$ cat config.mk
export PLATFORM = sky130hd
export DESIGN_NAME = int_pipeline_top
export DESIGN_NICKNAME = d
export VERILOG_FILES = /design/src/logic/rv_core_pkg.sv /design/src/logic/instr_decoder.sv /design/src/logic/regbank.sv /design/src/logic/operand_fetch.sv /design/src/logic/execute_unit.sv /design/src/logic/int_pipeline_top.sv
export VERILOG_INCLUDE_DIRS = /design/src /design/src/logic
export SDC_FILE = /design/constraint.sdc
export NUM_CORES = 2
export LEC_CHECK = 0
export ABC_CLOCK_PERIOD_IN_PS = 10180
export BUFFER_PORTS_ARGS = -buffer_cell sky130_fd_sc_hd__buf_2
export CORE_MARGIN = 2
export CORE_UTILIZATION = 60
export CTS_CLUSTER_SIZE = 25
export DETAILED_ROUTE_END_ITERATION = 7
export PLACE_DENSITY = 0.84
export SYNTH_ARGS = -nofsm -noshare
export SYNTH_HDL_FRONTEND = slang
export SYNTH_SLANG_ARGS = --single-unit
$ cat constraint.sdc
create_clock -name clk -period 10.18 [get_ports clk]
set_input_delay 1.527 -clock clk [delete_from_list [all_inputs] [get_ports clk]]
set_output_delay 1.527 -clock clk [all_outputs]
set_load 0.02 [all_outputs]
$ cat src/logic/rv_core_macros.svh
// Integer core width defines
`ifndef RV_CORE_MACROS_SVH
`define RV_CORE_MACROS_SVH

// Data path width
`define RV_XLEN 32

// Architectural registers, x0 included
`define RV_REG_COUNT 32

// Register index width
`define RV_REG_AW 5

`endif

$ cat src/logic/rv_core_pkg.sv
// Integer core shared types
`default_nettype none

package rv_core_pkg;

    // ALU operations carried from decode to execute
    typedef enum logic [3:0] {
        ALU_ADD    = 4'd0,
        ALU_SUB    = 4'd1,
        ALU_SLL    = 4'd2,
        ALU_SLT    = 4'd3,
        ALU_SLTU   = 4'd4,
        ALU_XOR    = 4'd5,
        ALU_SRL    = 4'd6,
        ALU_SRA    = 4'd7,
        ALU_OR     = 4'd8,
        ALU_AND    = 4'd9,
        ALU_PASS_B = 4'd10                          // LUI, result is operand b
    } alu_op_e;

    // Major opcodes
    localparam logic [6:0] OPC_OP     = 7'b0110011; // Register-register ALU
    localparam logic [6:0] OPC_OP_IMM = 7'b0010011; // Register-immediate ALU
    localparam logic [6:0] OPC_LUI    = 7'b0110111; // Load upper immediate

    // funct3 field of the ALU groups
    localparam logic [2:0] F3_ADD_SUB = 3'b000;
    localparam logic [2:0] F3_SLL     = 3'b001;
    localparam logic [2:0] F3_SLT     = 3'b010;
    localparam logic [2:0] F3_SLTU    = 3'b011;
    localparam logic [2:0] F3_XOR     = 3'b100;
    localparam logic [2:0] F3_SRL_SRA = 3'b101;
    localparam logic [2:0] F3_OR      = 3'b110;
    localparam logic [2:0] F3_AND     = 3'b111;

    // funct7 field, base and alternate (SUB, SRA)
    localparam logic [6:0] F7_BASE    = 7'b0000000;
    localparam logic [6:0] F7_ALT     = 7'b0100000;

endpackage

`default_nettype wire

$ cat src/logic/instr_decoder.sv
// Instruction decode stage
`timescale 1ns/10ps
`default_nettype none
`include "rv_core_macros.svh"

module instr_decoder (
    input  logic                  clk,
    input  logic                  reset,
    input  logic                  instr_valid_i,
    input  logic [`RV_XLEN-1:0]   instr_i,
    output logic [`RV_REG_AW-1:0] rs1_o,
    output logic [`RV_REG_AW-1:0] rs2_o,
    output logic [`RV_REG_AW-1:0] rd_o,
    output rv_core_pkg::alu_op_e  alu_op_o,
    output logic                  use_imm_o,
    output logic [`RV_XLEN-1:0]   imm_o,
    output logic                  illegal_o,
    output logic                  valid_o
);

    logic [6:0]                opcode;
    logic [2:0]                funct3;
    logic [6:0]                funct7;
    logic [`RV_XLEN-1:0]       imm_i_type;                // Sign-extended I immediate
    logic [`RV_XLEN-1:0]       imm_shamt;                 // Zero-extended shift amount
    logic [`RV_XLEN-1:0]       imm_u_type;                // Upper immediate
    rv_core_pkg::alu_op_e      f3_op;                     // Operation selected by funct3
    rv_core_pkg::alu_op_e      nxt_op;
    logic                      nxt_use_imm;
    logic [`RV_XLEN-1:0]       nxt_imm;
    logic                      nxt_illegal;
    logic [`RV_REG_AW-1:0]     nxt_rs1;
    logic [`RV_REG_AW-1:0]     nxt_rs2;

    assign opcode     = instr_i[6:0];
    assign funct3     = instr_i[14:12];
    assign funct7     = instr_i[31:25];
    assign imm_i_type = {{(`RV_XLEN-12){instr_i[31]}}, instr_i[31:20]};
    assign imm_shamt  = {{(`RV_XLEN-5){1'b0}}, instr_i[24:20]};
    assign imm_u_type = {instr_i[31:12], 12'b0};

    // Base operation, shared by OP and OP-IMM
    always_comb begin
        case (funct3)
            rv_core_pkg::F3_ADD_SUB: f3_op = rv_core_pkg::ALU_ADD;
            rv_core_pkg::F3_SLL:     f3_op = rv_core_pkg::ALU_SLL;
            rv_core_pkg::F3_SLT:     f3_op = rv_core_pkg::ALU_SLT;
            rv_core_pkg::F3_SLTU:    f3_op = rv_core_pkg::ALU_SLTU;
            rv_core_pkg::F3_XOR:     f3_op = rv_core_pkg::ALU_XOR;
            rv_core_pkg::F3_SRL_SRA: f3_op = rv_core_pkg::ALU_SRL;
            rv_core_pkg::F3_OR:      f3_op = rv_core_pkg::ALU_OR;
            default:                 f3_op = rv_core_pkg::ALU_AND;
        endcase
    end

    always_comb begin
        nxt_op      = f3_op;
        nxt_use_imm = 1'b0;
        nxt_imm     = imm_i_type;
        nxt_illegal = 1'b0;
        nxt_rs1     = instr_i[19:15];
        nxt_rs2     = instr_i[24:20];
        case (opcode)
            rv_core_pkg::OPC_OP: begin
                if (funct7 == rv_core_pkg::F7_ALT) begin
                    if (funct3 == rv_core_pkg::F3_ADD_SUB) begin
                        nxt_op = rv_core_pkg::ALU_SUB;
                    end else if (funct3 == rv_core_pkg::F3_SRL_SRA) begin
                        nxt_op = rv_core_pkg::ALU_SRA;
                    end else begin
                        nxt_illegal = 1'b1;               // Alternate form only for SUB/SRA
                    end
                end else if (funct7 != rv_core_pkg::F7_BASE) begin
                    nxt_illegal = 1'b1;
                end
            end
            rv_core_pkg::OPC_OP_IMM: begin
                nxt_use_imm = 1'b1;
                nxt_rs2     = '0;                         // rs2 field is immediate here
                if (funct3 == rv_core_pkg::F3_SLL) begin
                    nxt_imm     = imm_shamt;
                    nxt_illegal = (funct7 != rv_core_pkg::F7_BASE);
                end else if (funct3 == rv_core_pkg::F3_SRL_SRA) begin
                    nxt_imm = imm_shamt;
                    if (funct7 == rv_core_pkg::F7_ALT) begin
                        nxt_op = rv_core_pkg::ALU_SRA;
                    end else if (funct7 != rv_core_pkg::F7_BASE) begin
                        nxt_illegal = 1'b1;               // Bad shift-immediate encoding
                    end
                end
            end
            rv_core_pkg::OPC_LUI: begin
                nxt_op      = rv_core_pkg::ALU_PASS_B;
                nxt_use_imm = 1'b1;
                nxt_imm     = imm_u_type;
                nxt_rs1     = '0;
                nxt_rs2     = '0;
            end
            default: begin
                nxt_op      = rv_core_pkg::ALU_ADD;
                nxt_illegal = 1'b1;                       // Unknown opcode
            end
        endcase
    end

    always_ff @(posedge clk) begin
        if (reset) begin
            valid_o   <= 1'b0;
            illegal_o <= 1'b0;
        end else begin
            valid_o   <= instr_valid_i;
            illegal_o <= instr_valid_i & nxt_illegal;
        end
    end

    always_ff @(posedge clk) begin
        rs1_o     <= nxt_rs1;                             // Payload, no reset
        rs2_o     <= nxt_rs2;
        rd_o      <= instr_i[11:7];
        alu_op_o  <= nxt_op;
        use_imm_o <= nxt_use_imm;
        imm_o     <= nxt_imm;
    end

endmodule

`default_nettype wire

$ cat src/logic/regbank.sv
// Integer register bank
`timescale 1ns/10ps
`default_nettype none
`include "rv_core_macros.svh"

module regbank (
    input  logic                  clk,
    input  logic                  reset,
    input  logic [`RV_REG_AW-1:0] rs1_i,
    input  logic [`RV_REG_AW-1:0] rs2_i,
    input  logic [`RV_REG_AW-1:0] rd_i,
    input  logic                  we_i,
    input  logic [`RV_XLEN-1:0]   data_i,
    output logic [`RV_XLEN-1:0]   data1_o,
    output logic [`RV_XLEN-1:0]   data2_o
);

    // x1..x31, x0 has no storage
    logic [`RV_XLEN-1:0] regs [1:`RV_REG_COUNT-1];

    // Asynchronous reads, index zero forced to zero
    assign data1_o = (rs1_i == '0) ? '0 : regs[rs1_i];
    assign data2_o = (rs2_i == '0) ? '0 : regs[rs2_i];

    always_ff @(posedge clk) begin
        if (reset) begin
            for (int i = 1; i < `RV_REG_COUNT; i++) begin
                regs[i] <= '0;                            // Whole bank cleared
            end
        end else if (we_i && rd_i != '0) begin
            regs[rd_i] <= data_i;                         // Writes to x0 dropped
        end
    end

endmodule

`default_nettype wire

$ cat src/logic/operand_fetch.sv
// Operand fetch and bypass stage
`timescale 1ns/10ps
`default_nettype none
`include "rv_core_macros.svh"

module operand_fetch (
    input  logic                  clk,
    input  logic                  reset,
    input  logic                  dec_valid_i,
    input  logic [`RV_REG_AW-1:0] dec_rs1_i,
    input  logic [`RV_REG_AW-1:0] dec_rs2_i,
    input  logic [`RV_REG_AW-1:0] dec_rd_i,
    input  rv_core_pkg::alu_op_e  dec_alu_op_i,
    input  logic                  dec_use_imm_i,
    input  logic [`RV_XLEN-1:0]   dec_imm_i,
    input  logic                  dec_illegal_i,
    input  logic [`RV_XLEN-1:0]   ex_result_i,
    input  logic                  wb_we_i,
    input  logic [`RV_REG_AW-1:0] wb_rd_i,
    input  logic [`RV_XLEN-1:0]   wb_data_i,
    output logic [`RV_REG_AW-1:0] rs1_o,
    output logic [`RV_REG_AW-1:0] rs2_o,
    input  logic [`RV_XLEN-1:0]   data1_i,
    input  logic [`RV_XLEN-1:0]   data2_i,
    output logic                  valid_o,
    output logic [`RV_REG_AW-1:0] rd_o,
    output rv_core_pkg::alu_op_e  alu_op_o,
    output logic [`RV_XLEN-1:0]   a_o,
    output logic [`RV_XLEN-1:0]   b_o,
    output logic                  illegal_o
);

    logic                ex_fwd;                          // Execute stage may forward
    logic [`RV_XLEN-1:0] src_a;
    logic [`RV_XLEN-1:0] src_b;

    // Picks the youngest valid producer of one source register
    function automatic logic [`RV_XLEN-1:0] bypass(
        input logic [`RV_REG_AW-1:0] idx,
        input logic [`RV_XLEN-1:0]   bank_data
    );
        logic [`RV_XLEN-1:0] val;
        if (idx == '0) begin
            val = '0;                                     // x0 always reads zero
        end else if (ex_fwd && rd_o == idx) begin
            val = ex_result_i;                            // Instruction in execute
        end else if (wb_we_i && wb_rd_i == idx) begin
            val = wb_data_i;                              // Retiring instruction
        end else begin
            val = bank_data;
        end
        return val;
    endfunction

    assign rs1_o  = dec_rs1_i;                            // Bank read indices
    assign rs2_o  = dec_rs2_i;
    assign ex_fwd = valid_o & ~illegal_o;

    assign src_a = bypass(dec_rs1_i, data1_i);
    assign src_b = dec_use_imm_i ? dec_imm_i : bypass(dec_rs2_i, data2_i);

    always_ff @(posedge clk) begin
        if (reset) begin
            valid_o   <= 1'b0;
            illegal_o <= 1'b0;
        end else begin
            valid_o   <= dec_valid_i;
            illegal_o <= dec_valid_i & dec_illegal_i;
        end
    end

    always_ff @(posedge clk) begin
        rd_o     <= dec_rd_i;
        alu_op_o <= dec_alu_op_i;
        a_o      <= src_a;
        b_o      <= src_b;
    end

endmodule

`default_nettype wire

$ cat src/logic/execute_unit.sv
// ALU execute and retire stage
`timescale 1ns/10ps
`default_nettype none
`include "rv_core_macros.svh"

module execute_unit (
    input  logic                  clk,
    input  logic                  reset,
    input  logic                  valid_i,
    input  logic [`RV_REG_AW-1:0] rd_i,
    input  rv_core_pkg::alu_op_e  alu_op_i,
    input  logic [`RV_XLEN-1:0]   a_i,
    input  logic [`RV_XLEN-1:0]   b_i,
    input  logic                  illegal_i,
    output logic [`RV_XLEN-1:0]   result_o,
    output logic                  retire_valid_o,
    output logic [`RV_REG_AW-1:0] retire_rd_o,
    output logic [`RV_XLEN-1:0]   retire_data_o,
    output logic                  retire_illegal_o
);

    logic [4:0] shamt;                                    // Low 5 bits of operand b

    assign shamt = b_i[4:0];

    // Combinational result, also feeds the bypass path
    always_comb begin
        result_o = '0;
        case (alu_op_i)
            rv_core_pkg::ALU_ADD:    result_o = a_i + b_i;
            rv_core_pkg::ALU_SUB:    result_o = a_i - b_i;
            rv_core_pkg::ALU_SLL:    result_o = a_i << shamt;
            rv_core_pkg::ALU_SLT:    result_o[0] = $signed(a_i) < $signed(b_i);
            rv_core_pkg::ALU_SLTU:   result_o[0] = a_i < b_i;
            rv_core_pkg::ALU_XOR:    result_o = a_i ^ b_i;
            rv_core_pkg::ALU_SRL:    result_o = a_i >> shamt;
            rv_core_pkg::ALU_SRA:    result_o = $signed(a_i) >>> shamt;
            rv_core_pkg::ALU_OR:     result_o = a_i | b_i;
            rv_core_pkg::ALU_AND:    result_o = a_i & b_i;
            rv_core_pkg::ALU_PASS_B: result_o = b_i;      // LUI
            default:                 result_o = '0;
        endcase
    end

    always_ff @(posedge clk) begin
        if (reset) begin
            retire_valid_o   <= 1'b0;
            retire_illegal_o <= 1'b0;
        end else begin
            retire_valid_o   <= valid_i;
            retire_illegal_o <= valid_i & illegal_i;
        end
    end

    always_ff @(posedge clk) begin
        retire_rd_o   <= rd_i;
        retire_data_o <= illegal_i ? '0 : result_o;       // Illegal retires with zero
    end

endmodule

`default_nettype wire

$ cat src/logic/int_pipeline_top.sv
// Integer pipeline top level
`timescale 1ns/10ps
`default_nettype none
`include "rv_core_macros.svh"

module int_pipeline_top (
    input  logic                  clk,
    input  logic                  reset,
    input  logic                  instr_valid_i,
    input  logic [`RV_XLEN-1:0]   instr_i,
    output logic                  retire_valid_o,
    output logic [`RV_REG_AW-1:0] retire_rd_o,
    output logic [`RV_XLEN-1:0]   retire_data_o,
    output logic                  retire_illegal_o
);

    // Decode to operand fetch
    logic                  dec_valid;
    logic [`RV_REG_AW-1:0] dec_rs1;
    logic [`RV_REG_AW-1:0] dec_rs2;
    logic [`RV_REG_AW-1:0] dec_rd;
    rv_core_pkg::alu_op_e  dec_alu_op;
    logic                  dec_use_imm;
    logic [`RV_XLEN-1:0]   dec_imm;
    logic                  dec_illegal;

    // Operand fetch to execute
    logic                  opf_valid;
    logic [`RV_REG_AW-1:0] opf_rd;
    rv_core_pkg::alu_op_e  opf_alu_op;
    logic [`RV_XLEN-1:0]   opf_a;
    logic [`RV_XLEN-1:0]   opf_b;
    logic                  opf_illegal;

    logic [`RV_XLEN-1:0]   ex_result;                     // Bypass path 1
    logic                  wb_we;                         // Bank write enable
    logic [`RV_REG_AW-1:0] rf_rs1;
    logic [`RV_REG_AW-1:0] rf_rs2;
    logic [`RV_XLEN-1:0]   rf_data1;
    logic [`RV_XLEN-1:0]   rf_data2;

    assign wb_we = retire_valid_o & ~retire_illegal_o;    // Illegal never writes

    instr_decoder u_decoder (
        .clk           (clk),
        .reset         (reset),
        .instr_valid_i (instr_valid_i),
        .instr_i       (instr_i),
        .rs1_o         (dec_rs1),
        .rs2_o         (dec_rs2),
        .rd_o          (dec_rd),
        .alu_op_o      (dec_alu_op),
        .use_imm_o     (dec_use_imm),
        .imm_o         (dec_imm),
        .illegal_o     (dec_illegal),
        .valid_o       (dec_valid)
    );

    operand_fetch u_opfetch (
        .clk           (clk),
        .reset         (reset),
        .dec_valid_i   (dec_valid),
        .dec_rs1_i     (dec_rs1),
        .dec_rs2_i     (dec_rs2),
        .dec_rd_i      (dec_rd),
        .dec_alu_op_i  (dec_alu_op),
        .dec_use_imm_i (dec_use_imm),
        .dec_imm_i     (dec_imm),
        .dec_illegal_i (dec_illegal),
        .ex_result_i   (ex_result),
        .wb_we_i       (wb_we),                           // Bypass path 2
        .wb_rd_i       (retire_rd_o),
        .wb_data_i     (retire_data_o),
        .rs1_o         (rf_rs1),
        .rs2_o         (rf_rs2),
        .data1_i       (rf_data1),
        .data2_i       (rf_data2),
        .valid_o       (opf_valid),
        .rd_o          (opf_rd),
        .alu_op_o      (opf_alu_op),
        .a_o           (opf_a),
        .b_o           (opf_b),
        .illegal_o     (opf_illegal)
    );

    regbank u_regbank (
        .clk     (clk),
        .reset   (reset),
        .rs1_i   (rf_rs1),
        .rs2_i   (rf_rs2),
        .rd_i    (retire_rd_o),
        .we_i    (wb_we),
        .data_i  (retire_data_o),
        .data1_o (rf_data1),
        .data2_o (rf_data2)
    );

    execute_unit u_execute (
        .clk              (clk),
        .reset            (reset),
        .valid_i          (opf_valid),
        .rd_i             (opf_rd),
        .alu_op_i         (opf_alu_op),
        .a_i              (opf_a),
        .b_i              (opf_b),
        .illegal_i        (opf_illegal),
        .result_o         (ex_result),
        .retire_valid_o   (retire_valid_o),
        .retire_rd_o      (retire_rd_o),
        .retire_data_o    (retire_data_o),
        .retire_illegal_o (retire_illegal_o)
    );

endmodule

`default_nettype wire

# Word-level counts from Yosys, hierarchy flattened
# Memory sizes are Yosys's and may differ from the RTL's. A register that Yosys moved wholly into a read port is not among the register bits.
# Index checks and enable logic that the tools add are counted.
# classes
n_eq_ne	24
n_mux	38
order_cmp	2
n_addsub	2
shifts	3
n_reduce_logical	13
n_bitwise	10
# op_table
operator	count
32-bit two-way mux	9
31-bit case mux with 9 select lines	1
32-bit less-than comparator	2
32-bit case mux with 2 select lines	1
32-bit adder	1
32-bit AND	1
32-bit OR	1
32-bit OR reduction	1
32-bit by 5-bit left shift with 32-bit output	1
32-bit by 5-bit right shift with 32-bit output	1
32-bit by 5-bit >>> shifter with 32-bit output	1
32-bit subtractor	1
32-bit bitwise XOR	1
4-bit case mux with 7 select lines	1
4-bit two-way mux	6
7-bit by 6-bit equality test with 1-bit output, second input constant	3
5-bit equality test	4
4-bit by 3-bit equality test with 1-bit output, second input constant	4
5-bit two-way mux	3
1-bit two-way mux	14
4-bit equality test, second input constant	3
4-bit case mux with 3 select lines	1
1-bit case mux with 11 select lines	1
5-bit zero test	2
15 further kinds	28
# word_totals
ramBits	992
elab_cells	111
ff_bits	168
mem_count	1
# memory_table
name	depth	width	rd	rd_clocked_by_memory_dff	wr	line_no	source
u_regbank.regs	31	32	2	2	31	regbank.sv:19	logic [`RV_XLEN-1:0] regs [1:`RV_REG_COUNT-1];

# Logic depth before layout (Yosys ltp)
# logic_depth
ltp_word	8
depth_mapped	16
depth_no_buf	13

# Hierarchy
# Synthesis repeated with hierarchy kept, for this count alone.
# hier_totals
hier_cells	5467
area_unflattened_um2	69786.9
# modules_own_cells
mod	cells_each	seq_area_each_um2	n_inst	area_each_um2
regbank	3500	30749.5	1	54219.5
execute_unit	1450	780.7	1	10296.1
operand_fetch	375	1501.4	1	3587.2
instr_decoder	141	1081.0	1	1670.4
int_pipeline_top	1	0.0	1	13.8

# Least setup slack after synthesis
# Ideal clock, no wire load.
# synth_path
path_kind	register to register
from	reg u_opfetch.b_o[2]
to	reg u_opfetch.b_o[23]
period_less_slack_ns	3.885
setup_slack_ns	6.295
t_required_ns	10.064
path_buffers	5
setup_time_ns	0.116
stages_incl_launch_ff	16
arrival_ns	3.769
cell_sequence	dfxtp_1 -> buf_2 -> buf_2 -> inv_1 -> buf_2 -> buf_1 -> ha_1 -> clkbuf_1 -> or4_1 -> a21boi_1 -> o311ai_0 -> and2_1 -> mux2i_1 -> nor4_1 -> o21ai_0 -> a31o_2
# synth_via
elab_chain_cells	5
word_cells_on_any_way	9
classes_between	2 x add/sub; 3 x shift; 4 x mux
# synth_rtl
element	line_no	source
start, declared	operand_fetch.sv:29	output logic [`RV_XLEN-1:0] b_o,
start signal, assigned	operand_fetch.sv:76	b_o <= src_b;
32-bit subtractor (tied with other cells)	execute_unit.sv:31	rv_core_pkg::ALU_SUB: result_o = a_i - b_i;
31-bit case mux with 9 select lines (*)	execute_unit.sv:29	case (alu_op_i)
32-bit two-way mux (*)	operand_fetch.sv:45	end else if (ex_fwd && rd_o == idx) begin
32-bit two-way mux (*)	operand_fetch.sv:43	if (idx == '0) begin
32-bit two-way mux (*)	operand_fetch.sv:60	assign src_b = dec_use_imm_i ? dec_imm_i : bypass(dec_rs2_i, data2_i);
via u_opfetch.src_b[23]	operand_fetch.sv:35	logic [`RV_XLEN-1:0] src_b;
# Mark *: on every way through the listed nets, which the timed path passes. The rest lies on a longest branch.
# A chain may end at the register's enable or synchronous reset.

# Worst setup path after layout
# layout_path
from	reg u_opfetch.b_o[0]
to	reg u_opfetch.b_o[0]
# layout_via
elab_chain_cells	5
word_cells_on_any_way	14
classes_between	2 x add/sub; 2 x order compare; 3 x shift; 4 x mux; 3 x bitwise
# layout_rtl
element	line_no
32-bit subtractor (tied with other cells)	execute_unit.sv:31
1-bit case mux with 11 select lines (*)	execute_unit.sv:29
32-bit two-way mux (*)	operand_fetch.sv:45
32-bit two-way mux (*)	operand_fetch.sv:43
32-bit two-way mux (*)	operand_fetch.sv:60
via u_opfetch.src_b[0]	operand_fetch.sv:35
# Marked as above.

==> results.tsv <==
stage	metric	value	unit
logic_synthesis	syn_area_per_cell	13.2	µm²
floorplanning	num_rows	125	
setup_path	crit_required	10.77	ns
logic_synthesis	synthCells	5303	
pwr	p_switching	5.23	mW
clock_tree	post_cts_buffers	0	
timing	clock-skew-final	0.0490	ns
logic_synthesis	ys_seq_elements	1192	
floorplanning	die_area	119000	µm²
timing	timing.slew.headroom	-4.84	%
place	io_buffer_count	73	
clock_tree	cts_tree	yes	
setup_path	worst_ep_arrival_time	5.80	ns
logic_synthesis	synth_edf_count	1024	
global_route	track_usage	44.8	%
hold_path	hold_path_class	reg -> reg	
clock_tree	cts-root-buf	clkbuf_16	
floorplanning	die_h	345	µm
route	ant_nets	0	
place	gp_congestion	1.08	
logic_synthesis	synth_area_leader_cell	edfxtp_1	
flow_run	cap_violations	1	
global_route	antenna_found_initial	34	
timing	finalSetupTns	0	ns
layout	fin_nets	5251	
logic_synthesis	muxShareOfSynthArea	24.2	%
setup_path	reg2regPathDepth	14	
timing	max_freq	0.192	GHz
pwr	ir_worst_vdd	0.157	mV
logic_synthesis	synth_compound_area_share	6.74	%
clock_tree	clk_latency	0.78	ns
route	drtIter0Drc	9971	
global_route	grt_max_degree	128	
global_route	grt_busiest_layer	met2	
layout	layout_commonest_cell	edfxtp_1	
route	drc	0	
layout	area_growth	8.17	%
setup_path	worstSetupPathType	reg -> reg	
logic_synthesis	synth_top_family_by_area	multiplexers	
route	firstDrtPassIters	8	
setup_path	start_kind	register	
pwr	clkPwrFrac	32.0	%
global_route	grt_use_met3	15.3	%
clock_tree	cts_max_level	3	
timing	min_period_over_period	51.2	%
timing	whs	0.328	ns
floorplanning	core_region_area	116000	µm²
timing	drv_slew	4	
pwr	combPwrFrac	25.4	%
logic_synthesis	synthXorXnorAreaFrac	0.388	%
route	viasPerCell	7.73	
logic_synthesis	synth_cell_types	95	
outcome	status	complete, but fails checks	
global_route	globalRoute.totalOverflow	0	
clock_tree	cts_resized	0	
logic_synthesis	synthAdderAreaFrac	1.79	%
pwr	p_int	9.56	mW
clock_tree	clkSinkCount	1192	
floorplanning	pin_count	74	
global_route	grt_pass1_wl	378000	µm
place	dp_hpwl	180000	µm
layout	fillers	8002	
timing	tightest_slew	1.56	ns
floorplanning	initial_core_util	60.3	%
layout	mostFrequentLayoutCells	edfxtp_1 (1024), and2_1 (1014), mux4_2 (683)	
logic_synthesis	syn-cell-area	69900	µm²
setup_path	path_max_fanout	59	
route	routed_wirelength	270000	µm
pwr	power.density	196	nW/µm²
timing	finalHoldViolCount	0	
hold_path	whs_path_depth	0	
setup_path	worst_setup_path_end_kind	register	
timing	setup_viol	0	
global_route	met1_usage	58.6	%
clock_tree	path_clk_slew	0.06	ns
outcome	failed_checks	capacitance limit, slew limit	
logic_synthesis	synth_ff_type	edfxtp_1	
logic_synthesis	synthArstFlopShare	0	%
clock_tree	cts.hold.buffers_added	0	
logic_synthesis	synth_area_leaders	edfxtp_1 (44%), mux4_2 (22%), and2_1 (9.1%)	
timing	period_needed	5.21	ns
route	dr_total_vias	52200	
clock_tree	cts_inserted_buffers	119	
route	wl_per_cell	39.9	µm
logic_synthesis	ys_seq_area_share	48.8	%
pwr	power.leakage	27.4	nW
layout	drive_above_1_share	23.4	%
floorplanning	die_width	345	µm
logic_synthesis	synthSimpleGateAreaFrac	14.5	%
timing	rsz0062_at_grt	false	
clock_tree	clockBufferDepth	3	
logic_synthesis	synth_top_area_share	44.0	%
global_route	grtUsageMet2	64.3	%
logic_synthesis	ys_warn_count	0	
pwr	switching_share	35.4	%
pwr	seq_power_share	42.6	%
global_route	grt_pass1_vias	49000	
[cells by family (layout without fill, tap and decap cells)]
group                    after synthesis  count (layout)
AO/OA/AOI/OAI                        706             706
other                                  1              43
AND/OR/NAND/NOR                     1812            1812
XOR/XNOR                              31              31
adder cells (fa/ha/maj)               99              99
buffers and inverters                626             512
multiplexers                         836             836
flip-flops                          1192            1192
[per-layer routing]
layer  vias up  part of all wire (%)
li1      19800                     -
met1     26100                    33
met2      5197                    43
met3      1108                    16
met4        22                   8.7
met5         -                 0.063
[path summary, 6_finish.rpt]
path / from / end / slack (ns)
worst max-delay path: u_opfetch.b_o[0] / u_opfetch.b_o[0] / 4.97
worst min-delay path: u_decoder.alu_op_o[1] / u_opfetch.alu_op_o[1] / 0.33
worst max register to register: u_opfetch.b_o[0] / u_opfetch.b_o[0] / 4.97
worst min register to register: u_decoder.alu_op_o[1] / u_opfetch.alu_op_o[1] / 0.33
[critical path, stage by stage, from the launching register on]
cell and delay, ns:
dfxtp_4 0.82, buf_4 0.86, ha_1 0.32, inv_1 0.07
fa_1 0.40, nor2b_1 0.18, o211ai_1 0.43, a21oi_1 0.25
a21oi_2 0.22, buf_4 0.23, nor3_1 0.09, o31a_1 0.35
o21ai_0 0.34, nor2_1 0.08, o31ai_1 0.36
[per-stage QoR]
stage	utilization (%)	setup slack [ns]	cell area, µm²	power, mW	cells
2_1_floorplan	-	6.30	70000	8.23	5334
3_3_place_gp	61.7	5.04	71500	9.85	6520
3_5_place_dp	61.7	5.01	71500	9.89	6520
4_1_cts	65.3	5.16	75600	14.5	6744
5_1_grt	65.3	4.84	75600	15.0	6745
6_report	65.3	4.97	75600	14.8	6755
[cell usage after synthesis, drive strengths merged, types with 18 or more instances]
library cell	count
a211oi	38
a21o	37
a21oi	174
a22oi	22
and2	1015
buf	140
clkbuf	389
dfxtp	168
edfxtp	1024
ha	97
inv	97
mux2	24
mux2i	129
mux4	683
nand2	187
nand2b	30
nand3	36
nor2	313
nor2b	33
nor3	54
nor4	20
o211ai	35
o21ai	129
o221ai	29
o22ai	66
o31ai	19
or2	39
or3	18
[state kept, by name, summed over array words and instances (netlist names)]
| register | count |
|---|---|
| u_execute.retire_illegal_o | 1 |
| u_execute.retire_valid_o | 1 |
| u_decoder.rs1_o | 5 |
| u_opfetch.a_o | 32 |
| u_opfetch.alu_op_o | 4 |
| u_decoder.imm_o | 32 |
| u_decoder.use_imm_o | 1 |
| u_decoder.rd_o | 5 |
| u_opfetch.b_o | 32 |
| u_decoder.valid_o | 1 |
| u_execute.retire_rd_o | 5 |
| u_opfetch.illegal_o | 1 |
| u_decoder.illegal_o | 1 |
| u_opfetch.rd_o | 5 |
| u_execute.retire_data_o | 32 |
| u_opfetch.valid_o | 1 |
| u_decoder.rs2_o | 5 |
| u_regbank.regs | 1024 |
| u_decoder.alu_op_o | 4 |
[area by class of cell]
type	count	area [µm²]	area share [%]
tap	1524	1910	2.52
clock inverter	76	1000	1.32
sequential	1192	34200	45.2
multi-input combinational	3516	33700	44.6
timing repair buffer	191	1330	1.75
clock buffer	148	3130	4.14
inverter	97	364	0.481
antenna	11	27.5	0.0364
[power groups by stage]
stage,logic (mW),registers [mW],clock network [mW]
after CTS,3.58,6.25,4.70
final,3.76,6.30,4.74
after floorplan,2.26,5.97,0
after global placement,3.54,6.31,0
after detailed placement,3.55,6.34,0
after global routing,3.81,6.29,4.87
No activity file was read; power rests on OpenSTA's default activity.
